<file path="config.mk">
export PLATFORM = sky130hd
export DESIGN_NAME = fmad
export DESIGN_NICKNAME = d
export VERILOG_FILES = /design/src/fmadPkg.sv /design/src/mulIf.sv /design/src/fmad.sv /design/src/fmadControl.sv /design/src/fmadCombine.sv /design/src/addendPrep.sv /design/src/radix16Mult.sv
export SDC_FILE = /design/constraint.sdc
export NUM_CORES = 1
export LEC_CHECK = 0
export BUFFER_PORTS_ARGS = -buffer_cell sky130_fd_sc_hd__buf_2
export CORE_MARGIN = 1.5
export CORE_UTILIZATION = 40
export CTS_BUF_LIST = sky130_fd_sc_hd__clkbuf_16
export CTS_CLUSTER_DIAMETER = 40
export DETAILED_ROUTE_END_ITERATION = 8
export GPL_ROUTABILITY_DRIVEN = 0
export SETUP_SLACK_MARGIN = 0.4
export SYNTH_ARGS = -nofsm -noshare
export SYNTH_HDL_FRONTEND = slang
export SYNTH_SLANG_ARGS = --single-unit
export TNS_END_PERCENT = 20
</file>
<file path="constraint.sdc">
create_clock -name clock -period 4.8 [get_ports clock]
set_clock_uncertainty 0.1 [all_clocks]
set_input_delay 0.24 -clock clock [delete_from_list [all_inputs] [get_ports clock]]
set_output_delay 0.24 -clock clock [all_outputs]
set_load 0.02 [all_outputs]
</file>
<file path="src/fmadPkg.sv">
// Shared widths, digit step count and controller state encoding for the integer FMA block.

package fmadPkg;

  // **************************************************
  // datapath widths
  // **************************************************

  localparam int FRAC_WIDTH  = 10;               // fraction bits of a half-precision value.
  localparam int MUL_WIDTH   = FRAC_WIDTH + 1;   // fraction plus the hidden bit.
  localparam int OUT_WIDTH   = 2 * MUL_WIDTH;    // full product, addend and result width.

  // **************************************************
  // multiplier stepping
  // **************************************************

  localparam int DIGIT_WIDTH = 4;                // one radix-16 digit per step.
  localparam int MUL_STEPS   = (MUL_WIDTH + DIGIT_WIDTH - 1) / DIGIT_WIDTH;

  // **************************************************
  // controller states
  // **************************************************

  typedef enum logic [2:0] {
    WAIT,
    KICK,
    MUL,
    ADD,
    DONE
  } fmadState_t;

endpackage : fmadPkg
</file>
<file path="src/mulIf.sv">
// Multiplier bus carrying the start strobe, both operands, the product and the done pulse.

`timescale 1ns/100ps

interface mulIf;
  import fmadPkg::*;

  logic                 start;      // one-cycle kick from the controller.
  logic [MUL_WIDTH-1:0] operandA;
  logic [MUL_WIDTH-1:0] operandB;
  logic [OUT_WIDTH-1:0] product;    // holds until the next start.
  logic                 done;       // one-cycle pulse on the last digit step.

  modport master (
    output start,
    input  done
  );

  modport slave (
    input  start,
    input  operandA,
    input  operandB,
    output product,
    output done
  );

  modport consumer (
    input product,
    input done
  );

endinterface : mulIf

</file>
<file path="src/fmad.sv">
// Integer fused multiply-add top level joining the multiplier, addend path, combiner and FSM.

`timescale 1ns/100ps

module fmad (
  input  logic                           clock,
  input  logic                           reset,
  input  logic                           start,
  input  logic                           sub,
  input  logic                           negate,
  input  logic [fmadPkg::MUL_WIDTH-1:0]  mulIn1,
  input  logic [fmadPkg::MUL_WIDTH-1:0]  mulIn2,
  input  logic [fmadPkg::OUT_WIDTH-1:0]  addIn,
  output logic [fmadPkg::OUT_WIDTH-1:0]  result,
  output logic                           done
);
  import fmadPkg::*;

  logic [OUT_WIDTH-1:0] addendTerm;
  logic                 addEnable;

  mulIf mulBus ();

  // operands stay fixed for the whole operation.
  always_ff @(posedge clock) begin
    if (start) begin
      mulBus.operandA <= mulIn1;
      mulBus.operandB <= mulIn2;
    end
  end

  radix16Mult iMult (
    .clock (clock),
    .reset (reset),
    .mul   (mulBus.slave)
  );

  addendPrep iAddend (
    .clock      (clock),
    .reset      (reset),
    .start      (start),
    .sub        (sub),
    .addIn      (addIn),
    .addendTerm (addendTerm)
  );

  fmadCombine iCombine (
    .clock      (clock),
    .reset      (reset),
    .start      (start),
    .negate     (negate),
    .addEnable  (addEnable),
    .addendTerm (addendTerm),
    .mul        (mulBus.consumer),
    .result     (result)
  );

  fmadControl iControl (
    .clock     (clock),
    .reset     (reset),
    .start     (start),
    .mul       (mulBus.master),
    .addEnable (addEnable),
    .done      (done)
  );

endmodule : fmad

</file>
<file path="src/fmadControl.sv">
// Sequencing FSM that kicks the multiplier, waits for it, enables the add and raises done.

`timescale 1ns/100ps

module fmadControl (
  input  logic clock,
  input  logic reset,
  input  logic start,
  mulIf.master mul,
  output logic addEnable,
  output logic done
);
  import fmadPkg::*;

  fmadState_t state;
  fmadState_t nextState;

  always_ff @(posedge clock, posedge reset) begin
    if (reset) begin
      state <= WAIT;
    end else begin
      state <= nextState;
    end
  end

  always_comb begin
    nextState = state;
    case (state)
      WAIT: begin
        if (start) begin
          nextState = KICK;
        end
      end
      KICK: nextState = MUL;
      MUL: begin
        if (mul.done) begin
          nextState = ADD;
        end
      end
      ADD: nextState = DONE;
      DONE: begin
        if (start) begin
          nextState = KICK;                           // back to back operations skip WAIT.
        end
      end
      default: nextState = WAIT;
    endcase
  end

  assign mul.start = (state == KICK);
  assign addEnable = (state == ADD);
  assign done      = (state == DONE);

  // **************************************************
  // protocol checks
  // **************************************************

  // every multiplier done pulse opens exactly one add cycle.
  addAfterMulDone: assert property (
    @(posedge clock) disable iff (reset)
    mul.done |=> addEnable ##1 !addEnable
  );

  startOnlyWhenIdle: assert property (
    @(posedge clock) disable iff (reset)
    start |-> (state == WAIT) || (state == DONE)
  );

endmodule : fmadControl

</file>
<file path="src/fmadCombine.sv">
// Combiner that applies the negate control to the product and adds in the addend term.

`timescale 1ns/100ps

module fmadCombine (
  input  logic                           clock,
  input  logic                           reset,
  input  logic                           start,
  input  logic                           negate,
  input  logic                           addEnable,
  input  logic [fmadPkg::OUT_WIDTH-1:0]  addendTerm,
  mulIf.consumer                         mul,
  output logic [fmadPkg::OUT_WIDTH-1:0]  result
);
  import fmadPkg::*;

  logic                 negateReg;
  logic [OUT_WIDTH-1:0] productTerm;

  always_ff @(posedge clock, posedge reset) begin
    if (reset) begin
      negateReg <= 1'b0;
    end else if (start) begin
      negateReg <= negate;
    end
  end

  always_comb begin
    if (negateReg) begin
      productTerm = -mul.product;
    end else begin
      productTerm = mul.product;
    end
  end

  // **************************************************
  // result register
  // **************************************************

  always_ff @(posedge clock, posedge reset) begin
    if (reset) begin
      result <= '0;
    end else if (start) begin
      result <= '0;                                   // cleared for the new operation.
    end else if (addEnable) begin
      result <= productTerm + addendTerm;             // wraps modulo 2 to the 22.
    end
  end

endmodule : fmadCombine

</file>
<file path="src/addendPrep.sv">
// Addend preparation that captures the addend and sub at start and forms the signed term.

`timescale 1ns/100ps

module addendPrep (
  input  logic                           clock,
  input  logic                           reset,
  input  logic                           start,
  input  logic                           sub,
  input  logic [fmadPkg::OUT_WIDTH-1:0]  addIn,
  output logic [fmadPkg::OUT_WIDTH-1:0]  addendTerm
);
  import fmadPkg::*;

  logic [OUT_WIDTH-1:0] addendReg;
  logic                 subReg;

  // **************************************************
  // capture at start
  // **************************************************

  always_ff @(posedge clock, posedge reset) begin
    if (reset) begin
      subReg <= 1'b0;
    end else if (start) begin
      subReg <= sub;                                  // later changes on sub are ignored.
    end
  end

  always_ff @(posedge clock) begin
    if (start) begin
      addendReg <= addIn;
    end
  end

  // Two's-complement negation gives subtraction once the combiner adds the term.
  always_comb begin
    if (subReg) begin
      addendTerm = -addendReg;
    end else begin
      addendTerm = addendReg;
    end
  end

endmodule : addendPrep

</file>
<file path="src/radix16Mult.sv">
// Iterative radix-16 multiplier that retires one 4-bit digit of operand B per cycle.

`timescale 1ns/100ps

module radix16Mult (
  input logic clock,
  input logic reset,
  mulIf.slave mul
);
  import fmadPkg::*;

  logic                           running;
  logic [$clog2(MUL_STEPS)-1:0]   stepCount;
  logic                           lastStep;
  logic [OUT_WIDTH-1:0]           multiplicand;   // operand A, moved up one digit per step.
  logic [MUL_WIDTH-1:0]           multiplier;     // operand B, low digit consumed each step.
  logic [OUT_WIDTH-1:0]           partialSum;
  logic [DIGIT_WIDTH-1:0]         digit;
  logic [OUT_WIDTH-1:0]           stepTerm;

  assign digit    = multiplier[DIGIT_WIDTH-1:0];
  assign stepTerm = multiplicand * OUT_WIDTH'(digit);   // already shifted into place.
  assign lastStep = running && (int'(stepCount) == MUL_STEPS - 1);

  // **************************************************
  // step sequencing
  // **************************************************

  always_ff @(posedge clock, posedge reset) begin
    if (reset) begin
      running   <= 1'b0;
      stepCount <= '0;
    end else if (mul.start) begin
      running   <= 1'b1;
      stepCount <= '0;
    end else if (running) begin
      stepCount <= stepCount + 1'b1;
      if (lastStep) begin
        running <= 1'b0;                              // product is final after this edge.
      end
    end
  end

  // **************************************************
  // shift and accumulate
  // **************************************************

  always_ff @(posedge clock) begin
    if (mul.start) begin
      partialSum   <= '0;
      multiplicand <= OUT_WIDTH'(mul.operandA);
      multiplier   <= mul.operandB;
    end else if (running) begin
      partialSum   <= partialSum + stepTerm;
      multiplicand <= multiplicand << DIGIT_WIDTH;
      multiplier   <= multiplier >> DIGIT_WIDTH;
    end
  end

  assign mul.product = partialSum;
  assign mul.done    = lastStep;

  // Done must land exactly MUL_STEPS cycles after the kick.
  doneAfterSteps: assert property (
    @(posedge clock) disable iff (reset)
    mul.done |-> $past(mul.start, MUL_STEPS)
  );

  noStartWhileBusy: assert property (
    @(posedge clock) disable iff (reset)
    mul.start |-> !running
  );

endmodule : radix16Mult

</file>
* Word-level counts from Yosys, hierarchy flattened
Cells that the tools add are included.
** Storage, ports and cells
- Bits in read-only memories :: 0
- Memories kept :: 0
- Output and inout bits :: 23
- Input port bits :: 49
- Flip-flop bits (word level) :: 129
- Memory bits (writable) :: 0
- Latch bits :: 0
** Operators by class
- Mux-type cells :: 16
- Multiply operators :: 1
- $add $sub $neg :: 5
- Equality and inequality tests :: 7
- Div/mod/pow operators :: 0
- Shift operators :: 0
- Reduce and logical (&&, ||, !) cells :: 6
- Magnitude comparators :: 0
- Bitwise gates (word level) :: 0
** Operators by type and width (number)
- 22-bit two-way mux :: 4
- 22-bit adder :: 2
- 11-bit two-way mux :: 4
- 22-bit negator :: 2
- 22-bit by 4-bit multiplier with 22-bit output :: 1
- 3-bit one-hot mux with 4 select lines :: 1
- 3-bit by 2-bit equality test with 1-bit output (second input constant) :: 2
- 3-bit two-way mux :: 2
- 2-bit two-way mux :: 2
- 2-bit nonzero test :: 2
- 3-bit by 1-bit equality test with 1-bit output (second input constant) :: 1
- 3-bit equality test (second input constant) :: 1
- 3-bit zero test :: 1
- 1-bit two-way mux :: 3
- 2-bit by 1-bit adder with 2-bit output (second input constant) :: 1
- 2-bit equality test (second input constant) :: 1
- 2-bit by 1-bit != test with 1-bit output (second input constant) :: 1
- 2-bit != test (second input constant) :: 1
- 2-bit AND reduction :: 1
- 2-bit OR reduction :: 1
- 1-bit logical AND :: 1

* Depth between registers and ports, before layout
Gate-level depths: netlist of the first run.
- Depth after elaboration :: 5
- Mapped depth :: 18
- Depth with buffers taken out :: 17

* Hierarchy
From an unflattened synthesis of the first run, not the netlist that was laid out.
** Unflattened totals
- Cell total of the unflattened synthesis :: 997
- Area total of the unflattened synthesis :: 9725.6 µm²
** Modules (own cells, without submodules)
- radix16Mult :: area each 5203.7 µm², seq. area each 1396.3 µm², instances 1, cells each 548
- fmadCombine :: area each 2539.9 µm², seq. area each 575.6 µm², instances 1, cells each 321
- addendPrep :: area each 1171.1 µm², seq. area each 685.7 µm², instances 1, cells each 92
- fmad :: area each 660.6 µm², seq. area each 660.6 µm², instances 1, cells each 22
- fmadControl :: area each 150.1 µm², seq. area each 75.1 µm², instances 1, cells each 14

* Worst setup path after synthesis of the first run
OpenSTA, ideal clock, no wires.
- Kind :: reg2reg
- Start point :: register iMult.multiplier[3]
- End point :: register iMult.partialSum[21] (netlist: iMult.mul.product[21])
- Buffers on the path :: 1
- Period minus slack after synthesis :: 4.555 ns
- Slack :: 0.245 ns
- Setup time :: 0.132 ns
- Stages on the path, launching flop included :: 17
- Data arrival time :: 4.323 ns
- Cell sequence :: edfxtp_1 -> clkbuf_1 -> and2_1 -> fa_1 -> fa_1 -> inv_1 -> fa_1 -> inv_1 -> ha_1 -> a21o_1 -> a221oi_2 -> a21oi_1 -> a21bo_2 -> a221o_1 -> mux2i_1 -> a21o_1 -> a21oi_1
** On the way
- Word-level cells in the longest chain between the ends :: 2
** Ends and longest elaborated chain
- start: declaration :: line radix16Mult.sv:16 : logic [MUL_WIDTH-1:0] multiplier;
- start signal: assignment :: line radix16Mult.sv:52 : multiplier <= mul.operandB;
- start signal: assignment :: line radix16Mult.sv:56 : multiplier <= multiplier >> DIGIT_WIDTH;
- 22-bit by 4-bit multiplier with 22-bit output :: line radix16Mult.sv:22 : assign stepTerm = multiplicand * OUT_WIDTH'(digit);
- 22-bit adder :: line radix16Mult.sv:54 : partialSum <= partialSum + stepTerm;
- end signal: assignment :: line radix16Mult.sv:54
- end: declaration :: line radix16Mult.sv:17 : logic [OUT_WIDTH-1:0] partialSum;
No other way between the ends.
A chain may end at the register's enable or synchronous reset.

* Worst setup path after layout of the first run
- Start point :: register iMult.multiplier[2]
- End point :: register iMult.partialSum[21] (netlist: iMult.mul.product[21])
The elaborated chain is that of the path after synthesis.

==> flow_metrics.py, run 1 <==
metrics = {
    "run_status": {
        "status": "completed",
    },
    "floorplanning": {
        "start_util": 0.4075,
        "dieArea_um2": 23990,
        "rows": 55,
        "io_pins": 72,
        "die_x_um": 154.9,
        "fp.coreArea_um2": 22640,
        "die_h_um": 154.9,
    },
    "detailed_routing": {
        "via_per_inst": 5.079,
        "wl_per_cell_um": 14.87,
        "vias": 6978,
        "wl_um": 20430,
        "drt_iter0_markers": 345,
        "final_antenna_net_count": 0,
        "drc_errors": 0,
        "drtPass1Iterations": 5,
    },
    "synthesis": {
        "avgSynthCellArea_um2": 9.921,
        "syn_area_um2": 9226,
        "synth_seq_cells": 129,
        "synth_edf_count": 66,
        "syn-num-nets": 1085,
        "synth_flop_cell": "edfxtp_1",
        "yosys_warnings": 0,
        "synth_cells": 930,
        "ys_seq_area_frac": 0.3678,
        "async_flop_share": 0.2326,
        "synth.distinct_cells": 65,
        "synth_top_area_cell": "edfxtp_1",
        "synthTopCellsByArea": "edfxtp_1, fa_1, dfrtp_1",
        "synth_top_area_share": 0.2148,
    },
    "worst_setup_path": {
        "cp-start-kind": "flop",
        "critPathArrivalTime_ps": 4590,
        "reg2reg_slack_ps": 400,
        "crit_type": "flop to flop",
        "crit_path_end_kind": "flop",
        "path_max_fanout": 10,
        "crit_required_ps": 4980,
    },
    "place": {
        "hpwl_um": 14140,
        "io_buffers": 71,
        "dpl_cell_area_um2": 9986,
    },
    "layout": {
        "n_antenna_cell": 0,
        "final_area_um2": 11460,
        "layout_commonest_cell": "nand2_1",
        "drive_gt1_frac": 0.1818,
        "areaGrowthSynthToFinish_pct": 24.25,
        "nets": 1231,
        "fillers": 2085,
        "mostFrequentLayoutCells": "nand2_1, inv_1, buf_2",
    },
    "grt": {
        "gr-total-overflow": 0,
        "antenna_found_initial": 0,
        "grt_max_degree": 59,
        "grt_first_pass_wirelength_um": 34290,
        "grt_pass1_vias": 7060,
        "grtUsageTotal": 0.1788,
    },
    "clock_tree": {
        "clockBufferDepth": 2,
        "cts_max_level": 4,
        "root_buffer": "clkbuf_16",
        "clk_latency_ps": 420,
        "clk_pin_slew_ps": 60,
        "cts.sinks": 129,
        "cts_tree": "built",
        "cts_buffers": 17,
    },
    "flow_run": {
        "max_cap_viol_count": 0,
    },
    "sta": {
        "rsz0062_at_grt": "true",
        "tightestPinTransition_ps": 1043,
        "setup_tns_ps": 0,
        "slew_violations": 0,
        "hold_viol": 0,
        "finalSetupViolCount": 0,
        "fmax_ghz": 0.2271,
        "slew_headroom": 0.3028,
        "post-route-period-util": 0.9174,
        "fin_crit_ps": 4403,
    },
    "worst_hold_path": {
        "hold_class": "input pin to flop",
    },
}
[through the flow]
| stage | utilization | setup slack, ps | std cells | hold WS (ps) |
|---|---|---|---|---|
| detailed placement | 0.4411 | 34.71 | 1273 | 260.1 |
| floorplan | - | 383.5 | 930 | 230.8 |
| CTS | 0.5007 | 399.1 | 1372 | 353.7 |
| global route | 0.5063 | 230.4 | 1374 | 349.6 |
| finish | 0.5063 | 396.5 | 1374 | 318.7 |
| global placement | 0.4411 | 81.62 | 1273 | 248.3 |
[flip-flops by register name (all words and copies together) (netlist names), 2 cells and up]
register and cells:
iAddend.addendReg 22, iCombine.result 22, iControl.state 3, iMult.mul.product 22, iMult.multiplicand 22, iMult.multiplier 11
iMult.stepCount 2, mulBus.operandA 11, mulBus.operandB 11
[synthesized netlist by cell type (all sizes together), types with 3 or more instances]
cell type / count
o41ai: 6
clkbuf: 28
o21a: 4
dfrtp: 30
ha: 49
o21ai: 31
mux2i: 26
nand3: 7
xnor2: 69
nor4: 4
nor2b: 7
a22o: 20
o31ai: 15
nand2b: 6
nand2: 106
or2: 3
a211oi: 9
a21oi: 28
xor2: 12
and2: 72
inv: 102
a31oi: 5
and3: 4
or3: 4
nand4: 3
a21o: 14
dfxtp: 33
nor3: 10
fa: 57
or4: 4
nor2: 64
edfxtp: 66
[path summary, 6_finish.rpt]
check,startpoint,end,cells after the start
max in group asynchronous,reset,iMult.running,4
hold / removal,start,iControl.state[0],3
setup reg to reg,iMult.multiplier[2],iMult.mul.product[21],17
setup / recovery,iMult.multiplier[2],iMult.mul.product[21],17
min in group asynchronous,reset,iCombine.result[10],4
hold reg to reg,iCombine.result[3],iCombine.result[3],2
[final cells by class]
type	count	area, µm²	area share
Timing Repair Buffer	155	1116	0.09736
Clock inverter	15	167.7	0.01463
Multi-Input combinational cell	670	5617	0.4900
Sequential cell	129	3395	0.2961
Clock buffer	17	425.4	0.03711
Tap cell	285	356.6	0.03111
Inverter	103	386.6	0.03373
[layer usage]
| metal | GRT usage | part of all wire | vias to the layer above |
|---|---|---|---|
| met5 | 0 | 0 | - |
| met4 | 0.04808 | 0.011 | 0 |
| met3 | 0.02869 | 0.023 | 16 |
| met2 | 0.3045 | 0.50 | 89 |
| met1 | 0.2368 | 0.46 | 3431 |
| li1 | - | - | 3442 |
[critical path, stage by stage (launching register included)]
cell	delay (ps)
edfxtp_1	430
buf_6	160
buf_4	170
and2_1	160
fa_1	470
fa_1	500
inv_1	50
fa_1	470
inv_1	50
ha_2	320
nand2_1	90
nor2_1	60
a221oi_2	210
a21bo_2	270
a221o_1	340
mux2i_2	220
a21o_1	140
a21oi_1	50
[cells by family after synthesis]
group           count (synthesis)  synth area share
mux                            28           0.03065
flops                         129            0.3678
fa+ha+maj                     106            0.1901
compound gates                153            0.1184
simple gates                  302            0.1629
buf+inv                       131           0.05330
xor+xnor                       81           0.07689
[repair_timing]
action,4_1_cts,5_1_grt
endpoints found under the hold margin,76,0
pin swaps,24,24
buffers inserted,20,2
setup endpoints to repair,9,13
hold buffers,47,0
resized for setup,26,25
Power of run 1 is left out: the tool's default activity adds up to more than one toggle a clock period on the data nets, which glitch-free logic cannot reach.
==> inputs of run 2 (changes only) <==
--- a/config.mk
+++ b/config.mk
@@ -7,13 +7,15 @@
 export LEC_CHECK = 0
 export BUFFER_PORTS_ARGS = -buffer_cell sky130_fd_sc_hd__buf_2
 export CORE_MARGIN = 1.5
-export CORE_UTILIZATION = 40
+export CORE_UTILIZATION = 56
 export CTS_BUF_LIST = sky130_fd_sc_hd__clkbuf_16
 export CTS_CLUSTER_DIAMETER = 40
 export DETAILED_ROUTE_END_ITERATION = 8
 export GPL_ROUTABILITY_DRIVEN = 0
+export PLACE_DENSITY = 0.78
 export SETUP_SLACK_MARGIN = 0.4
 export SYNTH_ARGS = -nofsm -noshare
 export SYNTH_HDL_FRONTEND = slang
+export SYNTH_HIERARCHICAL = 1
 export SYNTH_SLANG_ARGS = --single-unit
 export TNS_END_PERCENT = 20
==> constraint.sdc (replaced) <==
create_clock -name clock -period 4 [get_ports clock]
set_clock_uncertainty 0.1 [all_clocks]
set_input_delay 0.2 -clock clock [delete_from_list [all_inputs] [get_ports clock]]
set_output_delay 0.2 -clock clock [all_outputs]
set_load 0.02 [all_outputs]
==> run 2 against run 1 <==
  * The flow now finishes with violations (setup timing)
  * Largest cell class unchanged
  * Sequential cell count unchanged
  * Highest routed layer unchanged
  * Hold slack lost 250 ps
  * Register-to-register slack got worse by 480 ps
  * Global-route usage grew 8.5 points
==> flow_metrics.py, run 2 <==
metrics = {
    "run_status": {
        "status": "finished, violations left",
        "violations": "setup timing",
    },
    "clock_tree": {
        "clk_latency_ps": 430,
        "clockBufferDepth": 2,
        "cts_max_level": 4,
        "cts.sinks": 129,
        "cts_buffers": 17,
        "clk_pin_slew_ps": 70,
        "root_buffer": "clkbuf_16",
        "cts_tree": "built",
    },
    "flow_run": {
        "max_cap_viol_count": 0,
    },
    "sta": {
        "worst_slack_ps": -83.18,
        "slew_headroom": 0.2394,
        "fmax_ghz": 0.2449,
        "post-route-period-util": 1.021,
        "rsz0062_at_grt": "true",
        "slew_violations": 0,
        "tightestPinTransition_ps": 1140,
        "hold_viol": 0,
        "finalSetupViolCount": 5,
        "fin_crit_ps": 4083,
    },
    "grt": {
        "grtUsageTotal": 0.2633,
        "grt_max_degree": 49,
        "grt_first_pass_wirelength_um": 37680,
        "gr-total-overflow": 0,
        "grt_pass1_vias": 7824,
        "antenna_found_initial": 0,
    },
    "synthesis": {
        "yosys.cell_count.top_type": "inv_1",
        "ys_seq_area_frac": 0.3489,
        "async_flop_share": 0.2326,
        "synth_edf_count": 66,
        "synth_flop_cell": "edfxtp_1",
        "synth.distinct_cells": 77,
        "synth_seq_cells": 129,
        "avgSynthCellArea_um2": 9.755,
        "synth_cells": 997,
        "syn-num-nets": 1154,
        "synth_commonest_cells": "inv_1, and2_1, nand2_1, edfxtp_1, nor2_1",
        "yosys_warnings": 6,
        "synth_top_area_share": 0.2038,
        "synth_top_area_cell": "edfxtp_1",
        "synthTopCellsByArea": "edfxtp_1, fa_1, dfrtp_1",
        "syn_area_um2": 9726,
    },
    "layout": {
        "utilization": 0.7208,
        "multi_input_area_um2": 6280,
        "mostFrequentLayoutCells": "inv_1, nand2_1, and2_1, buf_2, edfxtp_1",
        "fillers": 1174,
        "areaGrowthSynthToFinish_pct": 26.85,
        "regArea_um2": 3393,
        "layout_commonest_cell": "inv_1",
        "drive_gt1_frac": 0.2404,
        "n_antenna_cell": 0,
        "nets": 1317,
    },
    "detailed_routing": {
        "wl_per_cell_um": 16.77,
        "final_antenna_net_count": 0,
        "wl_um": 23450,
        "drtPass1Iterations": 5,
        "via_per_inst": 5.664,
        "vias": 7918,
        "drc_errors": 0,
        "drt_iter0_markers": 494,
    },
    "worst_setup_path": {
        "reg2reg_to": "iMult/mul.product[21]",
        "cp-start-kind": "flop",
        "crit_family": "adder cells",
        "critPathArrivalTime_ps": 4290,
        "cpMostUsedCell": "fa_1",
        "crit_required_ps": 4210,
        "crit_type": "flop to flop",
        "reg2reg_slack_ps": -80,
        "r2r_start": "iMult/multiplier[3]",
        "cp_cell_sequence": "buf_6 > and2_1 > fa_1 > fa_1 > inv_1 > fa_1 > inv_2 > ha_4 > a21oi_4 > o211ai_2 > a221oi_4 > o21a_2 > o21ai_1 > a221o_1",
        "cp_slowest_cell": "fa_1",
        "crit_buf_inv": 3,
        "max_stage_delay_ps": 490,
        "crit_path_end_kind": "flop",
        "worst_r2r_path_depth": 14,
        "path_max_fanout": 5,
    },
    "place": {
        "hpwl_um": 16040,
        "io_buffers": 71,
    },
    "floorplanning": {
        "rows": 48,
        "dieArea_um2": 18170,
        "start_util": 0.5682,
        "die_h_um": 134.8,
        "io_pins": 72,
        "fp.coreArea_um2": 17120,
        "die_x_um": 134.8,
    },
    "worst_hold_path": {
        "hold_class": "input pin to asynchronous set/reset pin",
    },
}
## run 2: cell types whose count changed after synthesis, sizes merged, moves of 7 or more
cell / change
nand2: -30
xnor2: -10
buf: +7
mux2: +13
xor2: -7
nand3: +10
o211ai: +9
and2: +11
inv: +16
o21ai: +15
a21oi: +16
a22o: -20
## run 2: kinds of logic after synthesis
logic type / count (synthesis) / synth area share
AND/OR/NAND/NOR: 310 / 0.1693
AO/OA/AOI/OAI: 197 / 0.1419
buffers and inverters: 153 / 0.06034
flip-flops: 129 / 0.3489
adder cells (fa/ha/maj): 108 / 0.1829
XOR/XNOR: 64 / 0.05764
multiplexers: 36 / 0.03898
## run 2: timing repair
action	CTS	global route
hold buffers	47	0
gates cloned	0	0
buffers inserted	9	2
resized for setup	57	52
pin swaps	36	24
setup endpoints to repair	20	23
endpoints found under the hold margin	76	0
## run 2: through the flow
stage	cell area (µm²)	worst slack [ps]	instances	setup TNS (ps)	hold WS, ps
floorplan	9834	-11.87	997	-11.87	-171.3
global placement	10680	-96.83	1308	-410.5	-30.36
detailed placement	10680	-207.4	1308	-1227	-28.64
CTS	12080	-29.91	1396	-86.92	57.51
global route	12340	-231.8	1398	-1406	76.52
finish	12340	-83.18	1398	-323.7	72.58
## run 2: area by class of cell
cell class	count	share of cell area
clock buffers	17	0.03448
inverters	119	0.03621
clock inverters	15	0.01673
well taps	225	0.02282
multi-input cells	715	0.5090
flip-flops and latches	129	0.2751
repair buffers	178	0.1057
## run 2: how the worst max path moves through the flow
| stage | startpoint | end | slack [ps] | cells past startpoint |
|---|---|---|---|---|
| finish | iMult/multiplier[3] | iMult/mul.product[21] | -80 | 14 |
| global route | iMult/multiplier[1] | iMult/mul.product[17] | -230 | 16 |
| CTS | iMult/multiplier[1] | iMult/mul.product[13] | -30 | 14 |
| detailed placement | iMult/multiplier[1] | iMult/mul.product[13] | -210 | 12 |
| global placement | iMult/multiplier[1] | iMult/mul.product[13] | -100 | 12 |
| floorplan | iMult/multiplier[2] | iMult/mul.product[13] | -10 | 16 |
## run 2: routing by layer
| layer | routed length (µm) | vias to the layer above | GRT usage | part of all wire |
|---|---|---|---|---|
| met2 | 11620 | 243 | 0.4450 | 0.50 |
| met3 | 1073 | 43 | 0.05255 | 0.046 |
| met1 | 10270 | 3867 | 0.3460 | 0.44 |
| li1 | - | 3765 | - | - |
| met5 | 0 | - | 0 | 0 |
| met4 | 482 | 0 | 0.07467 | 0.021 |
## run 2: worst min-delay path, stage by stage
cell	delay (ps)
dlygate4sd3_1	530
buf_2	140
inv_1	60
Power of run 2 is left out for the same reason.
